## src/verilog/con_defs.svh

```systemverilog
`ifndef CON_DEFS_SVH
`define CON_DEFS_SVH

// Microword field widths
`define CON_COND_W 6
`define CON_MAGIC_W 9

// Console bus
`define CON_WB_DW 8
`define CON_WB_AW 2

// Run and start chain length
`define CON_SYNC_STAGES 3

// COND values with a strobe of their own
`define CON_COND_LOAD_IR 6'o14
`define CON_COND_SPEC_INSTR 6'o15
`define CON_COND_EBOX_STATE 6'o21

`endif

```

## src/verilog/conUcodePkg.sv

```systemverilog
`default_nettype none
`include "con_defs.svh"

package conUcodePkg;

  // COND is read as two octal digits
  typedef logic [`CON_COND_W/2-1:0] condSel;

  typedef enum logic [`CON_COND_W/2-1:0] {
    grpCond00, grpCond10, grpCond20, grpCond30,
    grpSkip40, grpSkip50, grpSkip60, grpSkip70
  } condGroup;

  typedef struct packed {
    condGroup group;
    condSel   sel;
  } condField;

  // Bit i of the word is MAGIC bit mi
  typedef struct packed {
    logic m8;
    logic eboxHalted;
    logic m6;
    logic intDisable;
    logic pxct;
    logic m3;
    logic pcPlus1Inh;
    logic kernelCycle;
    logic m0;
  } specFlagsView;

  typedef struct packed {
    logic holdBit;
    logic setBit;
  } statePair;

  // pair[k] is set m(2k+1) and hold m(2k+2)
  typedef struct packed {
    statePair [3:0] pair;
    logic           m0;
  } stateCtlView;

  typedef union packed {
    specFlagsView specFlags;
    stateCtlView  stateCtl;
  } magicWord;

endpackage

`default_nettype wire

```

## src/verilog/conConsolePkg.sv

```systemverilog
`default_nettype none
`include "con_defs.svh"

package conConsolePkg;

  // Console register map
  typedef enum logic [`CON_WB_AW-1:0] {
    readSel = 2'd0,
    conoPag = 2'd1,
    conoPar = 2'd2,
    diagCtl = 2'd3
  } consoleReg;

  // Diagnostic control functions, other codes do nothing
  typedef enum logic [2:0] {
    clrRun      = 3'd0,
    setRun      = 3'd1,
    continueRun = 3'd2
  } diagFunc;

  typedef enum logic [2:0] {
    rowPag      = 3'd0,
    rowPar      = 3'd1,
    rowFlags    = 3'd2,
    rowUState   = 3'd3,
    rowRunStart = 3'd4
  } readbackRow;

endpackage

`default_nettype wire

```

## src/verilog/conIfs.sv

```systemverilog
`timescale 1ns/1ps
`default_nettype none

// Decoded COND strobes and skip enables
interface condIf import conUcodePkg::*; ();
  logic   condSpecInstr;
  logic   condLoadIr;
  logic   condEboxState;
  logic   skipEn6x;
  logic   skipEn7x;
  condSel sel;

  modport src (
    output condSpecInstr,
    output condLoadIr,
    output condEboxState,
    output skipEn6x,
    output skipEn7x,
    output sel
  );

  modport skipSink (input skipEn6x, input skipEn7x, input sel);

  modport stateSink (input condSpecInstr, input condEboxState);
endinterface

// Diagnostic function path and run state return
interface consoleIf import conConsolePkg::*; ();
  logic    diagStrobe;
  diagFunc diagCode;
  logic    runState;
  logic    startState;

  modport src (
    output diagStrobe,
    output diagCode,
    input  runState,
    input  startState
  );

  modport runSink (
    input  diagStrobe,
    input  diagCode,
    output runState,
    output startState
  );
endinterface

`default_nettype wire

```

## src/verilog/condDecoder.sv

```systemverilog
`timescale 1ns/1ps
`default_nettype none
`include "con_defs.svh"

module condDecoder import conUcodePkg::*; (
  input  condField cond,
  output logic     loadIr,
  condIf.src       cIf
);

  // Strobes from the 10-17 and 20-27 groups
  assign cIf.condLoadIr    = (cond == `CON_COND_LOAD_IR);
  assign cIf.condSpecInstr = (cond == `CON_COND_SPEC_INSTR);
  assign cIf.condEboxState = (cond == `CON_COND_EBOX_STATE);

  // Skip groups
  assign cIf.skipEn6x = (cond.group == grpSkip60);
  assign cIf.skipEn7x = (cond.group == grpSkip70);

  // Low digit picks the condition inside a group
  assign cIf.sel = cond.sel;

  // Only the microcode path to IR load remains
  assign loadIr = cIf.condLoadIr;

endmodule

`default_nettype wire

```

## src/verilog/dispatchSkip.sv

```systemverilog
`timescale 1ns/1ps
`default_nettype none

module dispatchSkip import conUcodePkg::*; (
  input  logic    conCLK,
  input  logic    CLK,
  condIf.skipSink cIf,
  input  logic    vmaFetch,
  input  logic    user,
  input  logic    userIot,
  input  logic    public,
  input  logic    rdPseWr,
  input  logic    piCycle,
  input  logic    piXfer,
  input  logic    ioLegalIr,
  input  logic    vmaSection0,
  input  logic    acRef,
  input  logic    piReady,
  input  logic    mtrIntReq,
  input  logic    intDisable,
  input  logic    pxct,
  input  logic    runState,
  input  logic    startState,
  output logic    skip,
  output logic    kernelMode
);

  logic       piReadyReg;
  logic       mtrIntReqReg;
  logic       intReq;
  logic       ioLegal;
  logic [7:0] cond6x;
  logic [7:0] cond7x;
  condSel     sel;

  always_ff @(posedge conCLK or posedge CLK) begin
    if (CLK) begin
      piReadyReg   <= 1'b0;
      mtrIntReqReg <= 1'b0;
    end else begin
      piReadyReg   <= piReady;
      mtrIntReqReg <= mtrIntReq;
    end
  end

  assign intReq     = (piReadyReg | mtrIntReqReg) & ~intDisable;
  assign kernelMode = ~user & ~public;
  assign ioLegal    = ioLegalIr | kernelMode | (user & userIot);

  // Entry i is skip condition 6i, grant line is gone
  assign cond6x = {1'b0, ~piXfer, piCycle, rdPseWr,
                   public, user, kernelMode, vmaFetch};

  // Entry i is skip condition 7i
  assign cond7x = {~mtrIntReqReg, acRef, vmaSection0, pxct,
                   ioLegal, runState, ~startState, intReq};

  assign sel  = cIf.sel;
  assign skip = (cIf.skipEn6x & cond6x[sel]) | (cIf.skipEn7x & cond7x[sel]);

endmodule

`default_nettype wire

```

## src/verilog/runControl.sv

```systemverilog
`timescale 1ns/1ps
`default_nettype none
`include "con_defs.svh"

module runControl import conConsolePkg::*; (
  input  logic      conCLK,
  input  logic      CLK,
  consoleIf.runSink dIf,
  output logic      run,
  output logic      start
);

  localparam int stages = `CON_SYNC_STAGES;

  logic [stages-1:0] runChain;
  logic [stages-1:0] startChain;
  logic              runNext;
  logic              startLaunch;

  // First run stage holds the state, set and clear act on it
  always_comb begin
    runNext = runChain[0];
    if (dIf.diagStrobe) begin
      case (dIf.diagCode)
        setRun:  runNext = 1'b1;
        clrRun:  runNext = 1'b0;
        default: runNext = runChain[0];
      endcase
    end
  end

  assign startLaunch = dIf.diagStrobe && (dIf.diagCode == continueRun);

  always_ff @(posedge conCLK or posedge CLK) begin
    if (CLK) begin
      runChain   <= '0;
      startChain <= '0;
    end else begin
      runChain   <= {runChain[stages-2:0], runNext};
      startChain <= {startChain[stages-2:0], startLaunch};
    end
  end

  assign run            = runChain[stages-1];
  assign start          = startChain[stages-1];
  assign dIf.runState   = run;
  assign dIf.startState = start;

endmodule

`default_nettype wire

```

## src/verilog/specInstrState.sv

```systemverilog
`timescale 1ns/1ps
`default_nettype none

module specInstrState import conUcodePkg::*; (
  input  logic       conCLK,
  input  logic       CLK,
  condIf.stateSink   cIf,
  input  magicWord   magic,
  output logic       kernelCycle,
  output logic       pxct,
  output logic       intDisable,
  output logic       eboxHalted,
  output logic       pcPlus1Inh,
  output logic [3:0] ucodeState
);

  logic [3:0] nextState;

  // Special-instruction flags
  always_ff @(posedge conCLK or posedge CLK) begin
    if (CLK) begin
      kernelCycle <= 1'b0;
      pxct        <= 1'b0;
      intDisable  <= 1'b0;
      eboxHalted  <= 1'b0;
      pcPlus1Inh  <= 1'b0;
    end else if (cIf.condSpecInstr) begin
      kernelCycle <= magic.specFlags.kernelCycle;
      pxct        <= magic.specFlags.pxct;
      intDisable  <= magic.specFlags.intDisable;
      eboxHalted  <= magic.specFlags.eboxHalted;
      pcPlus1Inh  <= magic.specFlags.pcPlus1Inh;
    end
  end

  // Set wins, hold keeps, neither clears
  always_comb begin
    for (int k = 0; k < 4; k++) begin
      nextState[k] = magic.stateCtl.pair[k].setBit |
                     (magic.stateCtl.pair[k].holdBit & ucodeState[k]);
    end
  end

  always_ff @(posedge conCLK or posedge CLK) begin
    if (CLK) begin
      ucodeState <= '0;
    end else if (cIf.condEboxState) begin
      ucodeState <= nextState;
    end
  end

endmodule

`default_nettype wire

```

## src/verilog/consoleRegs.sv

```systemverilog
`timescale 1ns/1ps
`default_nettype none
`include "con_defs.svh"

module consoleRegs import conConsolePkg::*; (
  input  logic                  conCLK,
  input  logic                  CLK,
  input  logic                  wbCyc,
  input  logic                  wbStb,
  input  logic                  wbWe,
  input  logic [`CON_WB_AW-1:0] wbAdr,
  input  logic [`CON_WB_DW-1:0] wbDatW,
  output logic [`CON_WB_DW-1:0] wbDatR,
  output logic                  wbAck,
  consoleIf.src                 dIf,
  input  logic                  kernelCycle,
  input  logic                  pcPlus1Inh,
  input  logic                  pxct,
  input  logic                  intDisable,
  input  logic                  eboxHalted,
  input  logic [3:0]            ucodeState,
  output logic                  cacheLookEn,
  output logic                  cacheLoadEn,
  output logic                  klPagingEn,
  output logic                  trapEn
);

  logic       request;
  logic       writeHit;
  consoleReg  target;
  readbackRow rowSel;
  logic       wrEvenParAdr;
  logic       wrEvenParData;
  logic       wrEvenParDir;

  // A held strobe starts the next cycle after the ack cycle
  assign request  = wbCyc & wbStb & ~wbAck;
  assign writeHit = request & wbWe;
  assign target   = consoleReg'(wbAdr);

  always_ff @(posedge conCLK or posedge CLK) begin
    if (CLK) begin
      wbAck <= 1'b0;
    end else begin
      wbAck <= request;
    end
  end

  always_ff @(posedge conCLK or posedge CLK) begin
    if (CLK) begin
      rowSel         <= rowPag;
      cacheLookEn    <= 1'b0;
      cacheLoadEn    <= 1'b0;
      klPagingEn     <= 1'b0;
      trapEn         <= 1'b0;
      wrEvenParAdr   <= 1'b0;
      wrEvenParData  <= 1'b0;
      wrEvenParDir   <= 1'b0;
      dIf.diagStrobe <= 1'b0;
      dIf.diagCode   <= clrRun;
    end else begin
      dIf.diagStrobe <= 1'b0;
      if (writeHit) begin
        case (target)
          readSel: rowSel <= readbackRow'(wbDatW[2:0]);
          conoPag: begin
            cacheLookEn <= wbDatW[0];
            cacheLoadEn <= wbDatW[1];
            klPagingEn  <= wbDatW[2];
            trapEn      <= wbDatW[3];
          end
          conoPar: begin
            wrEvenParAdr  <= wbDatW[0];
            wrEvenParData <= wbDatW[1];
            wrEvenParDir  <= wbDatW[2];
          end
          diagCtl: begin
            dIf.diagStrobe <= 1'b1;
            dIf.diagCode   <= diagFunc'(wbDatW[2:0]);
          end
        endcase
      end
    end
  end

  // Diagnostic readback, rows 5 to 7 read as zero
  always_comb begin
    wbDatR = '0;
    case (rowSel)
      rowPag:      wbDatR[3:0] = {trapEn, klPagingEn, cacheLoadEn, cacheLookEn};
      rowPar:      wbDatR[2:0] = {wrEvenParDir, wrEvenParData, wrEvenParAdr};
      rowFlags:    wbDatR[4:0] = {eboxHalted, intDisable, pxct, pcPlus1Inh, kernelCycle};
      rowUState:   wbDatR[3:0] = ucodeState;
      rowRunStart: wbDatR[1:0] = {dIf.startState, dIf.runState};
      default:     wbDatR = '0;
    endcase
  end

endmodule

`default_nettype wire

```

## src/verilog/conTop.sv

```systemverilog
`timescale 1ns/1ps
`default_nettype none
`include "con_defs.svh"

module conTop (
  input  logic                    conCLK,
  input  logic                    CLK,
  input  logic [`CON_COND_W-1:0]  cond,
  input  logic [`CON_MAGIC_W-1:0] magic,
  input  logic                    vmaFetch,
  input  logic                    user,
  input  logic                    userIot,
  input  logic                    public,
  input  logic                    rdPseWr,
  input  logic                    piCycle,
  input  logic                    piXfer,
  input  logic                    ioLegalIr,
  input  logic                    vmaSection0,
  input  logic                    acRef,
  input  logic                    piReady,
  input  logic                    mtrIntReq,
  input  logic                    wbCyc,
  input  logic                    wbStb,
  input  logic                    wbWe,
  input  logic [`CON_WB_AW-1:0]   wbAdr,
  input  logic [`CON_WB_DW-1:0]   wbDatW,
  output logic [`CON_WB_DW-1:0]   wbDatR,
  output logic                    wbAck,
  output logic                    skip,
  output logic                    loadIr,
  output logic                    run,
  output logic                    start,
  output logic                    kernelMode,
  output logic                    pxct,
  output logic                    intDisable,
  output logic                    eboxHalted,
  output logic                    pcPlus1Inh,
  output logic [3:0]              ucodeState,
  output logic                    cacheLookEn,
  output logic                    cacheLoadEn,
  output logic                    klPagingEn,
  output logic                    trapEn
);

  logic kernelCycle;

  condIf    i_condIf ();
  consoleIf i_consoleIf ();

  condDecoder i_condDecoder (
    .cond   (cond),
    .loadIr (loadIr),
    .cIf    (i_condIf.src)
  );

  dispatchSkip i_dispatchSkip (
    .conCLK      (conCLK),
    .CLK         (CLK),
    .cIf         (i_condIf.skipSink),
    .vmaFetch    (vmaFetch),
    .user        (user),
    .userIot     (userIot),
    .public      (public),
    .rdPseWr     (rdPseWr),
    .piCycle     (piCycle),
    .piXfer      (piXfer),
    .ioLegalIr   (ioLegalIr),
    .vmaSection0 (vmaSection0),
    .acRef       (acRef),
    .piReady     (piReady),
    .mtrIntReq   (mtrIntReq),
    .intDisable  (intDisable),
    .pxct        (pxct),
    .runState    (run),
    .startState  (start),
    .skip        (skip),
    .kernelMode  (kernelMode)
  );

  runControl i_runControl (
    .conCLK (conCLK),
    .CLK    (CLK),
    .dIf    (i_consoleIf.runSink),
    .run    (run),
    .start  (start)
  );

  specInstrState i_specInstrState (
    .conCLK      (conCLK),
    .CLK         (CLK),
    .cIf         (i_condIf.stateSink),
    .magic       (magic),
    .kernelCycle (kernelCycle),
    .pxct        (pxct),
    .intDisable  (intDisable),
    .eboxHalted  (eboxHalted),
    .pcPlus1Inh  (pcPlus1Inh),
    .ucodeState  (ucodeState)
  );

  consoleRegs i_consoleRegs (
    .conCLK      (conCLK),
    .CLK         (CLK),
    .wbCyc       (wbCyc),
    .wbStb       (wbStb),
    .wbWe        (wbWe),
    .wbAdr       (wbAdr),
    .wbDatW      (wbDatW),
    .wbDatR      (wbDatR),
    .wbAck       (wbAck),
    .dIf         (i_consoleIf.src),
    .kernelCycle (kernelCycle),
    .pcPlus1Inh  (pcPlus1Inh),
    .pxct        (pxct),
    .intDisable  (intDisable),
    .eboxHalted  (eboxHalted),
    .ucodeState  (ucodeState),
    .cacheLookEn (cacheLookEn),
    .cacheLoadEn (cacheLoadEn),
    .klPagingEn  (klPagingEn),
    .trapEn      (trapEn)
  );

endmodule

`default_nettype wire

```

## config.mk

```make
export PLATFORM = sky130hd
export DESIGN_NAME = conTop
export DESIGN_NICKNAME = d
export VERILOG_FILES = /design/src/verilog/conUcodePkg.sv /design/src/verilog/conConsolePkg.sv /design/src/verilog/conIfs.sv /design/src/verilog/condDecoder.sv /design/src/verilog/dispatchSkip.sv /design/src/verilog/runControl.sv /design/src/verilog/specInstrState.sv /design/src/verilog/consoleRegs.sv /design/src/verilog/conTop.sv
export VERILOG_INCLUDE_DIRS = /design/src /design/src/verilog
export SDC_FILE = /design/constraint.sdc
export NUM_CORES = 1
export LEC_CHECK = 0
export ABC_AREA = 1
export BUFFER_PORTS_ARGS = -buffer_cell sky130_fd_sc_hd__clkbuf_2
export CORE_ASPECT_RATIO = 1.1
export CORE_MARGIN = 4
export CORE_UTILIZATION = 30
export DETAILED_ROUTE_END_ITERATION = 8
export PLACE_DENSITY = 0.52
export SYNTH_ARGS = -nofsm -noshare
export SYNTH_HDL_FRONTEND = slang
export SYNTH_SLANG_ARGS = --single-unit
```

## constraint.sdc

```tcl
create_clock -name conCLK -period 1.8 [get_ports conCLK]
set_input_delay 0.36 -clock conCLK [delete_from_list [all_inputs] [get_ports conCLK]]
set_output_delay 0.36 -clock conCLK [all_outputs]
set_load 0.01 [all_outputs]
```

==> summary by stage <==
Critical path
The setup check on the worst reg-to-reg path leaves a slack of 0.61 ns. Following the worst setup path forward leads to its endpoint at wbDatR[2]. The cell family contributing the most delay on the critical path is flip-flops. Along the worst path, the maximum fanout reaches 5. For the worst flop-to-flop path, the logic depth is 6. STA classifies the critical path startpoint as a register. The total stage count of the critical path is 4. Tracing the worst setup path back leads to its startpoint at i_consoleRegs.rowSel[0]$_DFFE_PP0P_. STA puts the critical path data required time at 1.44 ns. In this run the critical register-to-register path is captured at i_consoleRegs.cacheLookEn$_DFFE_PP0P_. The start-to-end type of the worst setup path is register to output port.

The critical register-to-register path startpoint is i_consoleRegs.wbAck$_DFF_PP0_. The worst path arrival time is 1.34 ns. In this design, the stage delay of the slowest critical-path cell is 0.41 ns. The standard cell with the maximum stage delay on the critical path is dfrtp_1. Walking the worst path, the cells encountered are inv_1 -> nand3_4 -> o2111ai_1 -> buf_2. The kind of end point of the critical path is an output port. The combined buffer and inverter count along the critical path is 2.

STA
The number of hold violations in the final report is 0. The final critical delay including setup and external delays is 1.70 ns. The max-slew violation total from the final report is 0. Once routing completed, OpenROAD measured the worst setup slack at 0.0951 ns. Across the routed clock network, the largest skew measured is 0.00140 ns.

The final setup violation count is 0. Timing would allow up to 0.587 GHz. Dividing the final minimum period by the clock period gives 94.7%.

Floorplanning
The starting density of the core is 31.9%. The floorplan step set the die width to 78.5 um. The floorplan has 27 rows. The height of the chip is 85.6 um. After floorplanning, the core was sized to cover 5130 um^2. The I/O pin total is 68. The floorplan die area is 6720 um^2.

Synth
The synthesized netlist contains 19 unique library cells. Sequential cells were found to cover 48.8% of the synthesized design area. The number of instances in the synthesized netlist is 206.

The Yosys step of the flow raised 0 warnings. Each instance of the synthesized netlist takes up on average 7.96 um^2. In this run the cell area of the synthesized design comes to 1640 um^2. The number of flip-flops and latches in the synthesized netlist is 32.

Clocking
No sink is reached through more buffers than the 2 on the longest clock path. TritonCTS built the clock tree. Clock-pin slew was measured on the worst setup and hold paths at 0.06 ns.

The number of hold-repair buffers added at the cts stage is 0. CTS placed an instance of clkbuf_8 at the clock tree root. The number of clock sinks is 32.

The H-tree generated during clock tree synthesis spans 2 levels. The latest clock arrival within the worst-skew pair is 0.27 ns. The number of buffers inserted during clock tree synthesis is 5.

Cells and area
The proportion of layout cells with a drive suffix above 1 is 33.1%. From synthesis to final layout, the design area changed by 29.7%. Counting the fill cells in the layout gives 557. For this run, the share of the core covered by cells in the final layout is 41.4%. The repair_antennas step left the layout with diodes totalling 0. After the last flow step, the layout net total stands at 316.

Place
The worst setup slack after placement is 0.189 ns. The routability congestion estimate is 0.761. In this run the tool buffered the top-level ports with 59 buffer cells.

The wire-length estimate of the detail-placed layout is 3140 um.

Route
The routed wire length is 3890 um. Detailed routing inserted a total of 1484 vias. The post-detailed-route DRC marker count is 0.

The number of detailed-route iterations in the first pass is 4. In the routed layout, each cell is associated on average with a via count of 4.31. The first-iteration detailed-routing DRC count is 53. The wire length per cell after detailed routing is 11.3 um. In this run the remaining antenna-violating nets after routing total 0.

Power and ir drop
Summed over all cells, the static leakage comes to 1.17 nW. The total chip power is 1.92 mW. The power density over the cells is 904 nW/um^2. The peak supply drop is 0.402 mV.

Global routing
The total global routing overflow is 0. The total global routing track utilization is 12.2%. The number of antenna violations at the first check in global routing came to 0. The first global-routing pass estimated 6490 um of wire. The number of global-route vias before repair was 1440. The maximum number of pins on one net before global-route repair is 33.

Hold path
The worst hold path belongs to the class primary input to async pin.

Run status
The flow ran to the end, and the final reports show no timing, DRC or antenna violations.

Run
Max-cap violations in this run came to 0.
worst min path at each step:
stage | slack [ns] | cells after the start | startpoint | endpoint
floorplan | 0.33 | 0 | i_runControl.runChain[1]$_DFF_PP0_ | i_runControl.runChain[2]$_DFF_PP0_
global placement | 0.33 | 0 | i_runControl.runChain[1]$_DFF_PP0_ | i_runControl.runChain[2]$_DFF_PP0_
detailed placement | 0.34 | 0 | i_runControl.startChain[0]$_DFF_PP0_ | i_runControl.startChain[1]$_DFF_PP0_
CTS | 0.15 | 3 | CLK | i_specInstrState.pxct$_DFFE_PP0N_
global route | 0.19 | 3 | CLK | i_dispatchSkip.mtrIntReqReg$_DFF_PP0_
finish | 0.14 | 3 | CLK | i_dispatchSkip.mtrIntReqReg$_DFF_PP0_
power by group:
part	internal [mW]	switching, mW	leakage, nW
sequential	0.846	0.0958	0.403
combinational	0.208	0.300	0.730
clock	0.248	0.225	0.0359
total	1.30	0.621	1.17
repair_timing:
item | CTS | global route
buffers inserted | 0 | 3
pin swaps | 0 | 2
resized for setup | 3 | 12
cloned | 0 | 0
setup endpoints to repair | 3 | 5
worst reg2reg max path, stage by stage (launching register included):
cell and delay, ns:
dfrtp_1 0.39, nor2_2 0.17, nand2_4 0.11, nor3_4 0.22, inv_2 0.09, nand2_1 0.06
nand2_1 0.05
per-stage QoR:
step	hold slack, ns	setup TNS, ns	cells	instance area (um^2)
finish	0.140	0	344	2130
global route	0.187	-0.0332	344	2130
CTS	0.152	0	341	2090
detailed placement	0.337	0	336	2010
global placement	0.332	0	336	2010
floorplan	0.331	0	208	1650
layout by cell type (no fill, tap or decap):
master / instances
nand3_4: 1
o21ai_2: 1
nor3_4: 4
nand4_4: 2
clkbuf_8: 5
conb_1: 3
nand2_1: 68
o21ai_0: 19
nor3_1: 1
dfrtp_1: 31
inv_2: 8
nor2_1: 9
inv_1: 28
nand2_4: 1
a21oi_1: 6
nand3_2: 1
nor2_2: 2
clkbuf_2: 56
o21ai_1: 1
buf_2: 3
o2111ai_1: 1
nand4_1: 2
o211ai_1: 2
dfrtp_2: 1
buf_4: 4
mux2_2: 1
nand3_1: 11
flip-flops by register name (all words and copies together) (netlist names), 3 cells and up:
name,count
i_specInstrState.ucodeState,4
i_consoleRegs.dIf.diagCode,3
i_runControl.runChain,3
i_runControl.startChain,3
i_consoleRegs.rowSel,3
final cells by class:
type                    instances  area, um^2  area share (%)
flip-flops and latches         32         802            37.7
multi-input cells             136         706            33.2
repair buffers                 63         325            15.3
inverters                      36         135            6.35
well taps                      72        90.1            4.24
clock buffers                   5        68.8            3.24
kinds of logic after synthesis:
family / synth area share [%]
AOI/OAI and AO/OA: 9.69
and+or+nand+nor: 30.5
buffers and inverters: 10.1
muxes: 0.686
other: 0.229
DFF: 48.8
synth_stat cells, drive strengths merged:
master	instances	area (um^2)
o21ai	21	105
a21oi	6	30.0
o211ai	2	15.0
conb	1	3.75
buf	4	30.0
nand2	69	267
nand4	4	55.1
mux2	1	11.3
nor3	5	70.1
inv	36	135
dfrtp	32	801
o2111ai	1	8.76
nand3	13	65.1
nor2	11	43.8
routing by layer:
layer / share of wire (%) / wire length (um) / track usage (%)
met1: 45 / 1730 / 15.6
met2: 46 / 1780 / 19.7
met3: 8.2 / 318 / 3.99
met4: 1.3 / 49 / 3.82
met5: 0 / 0 / 0
(Power assumes the default switching activity.)
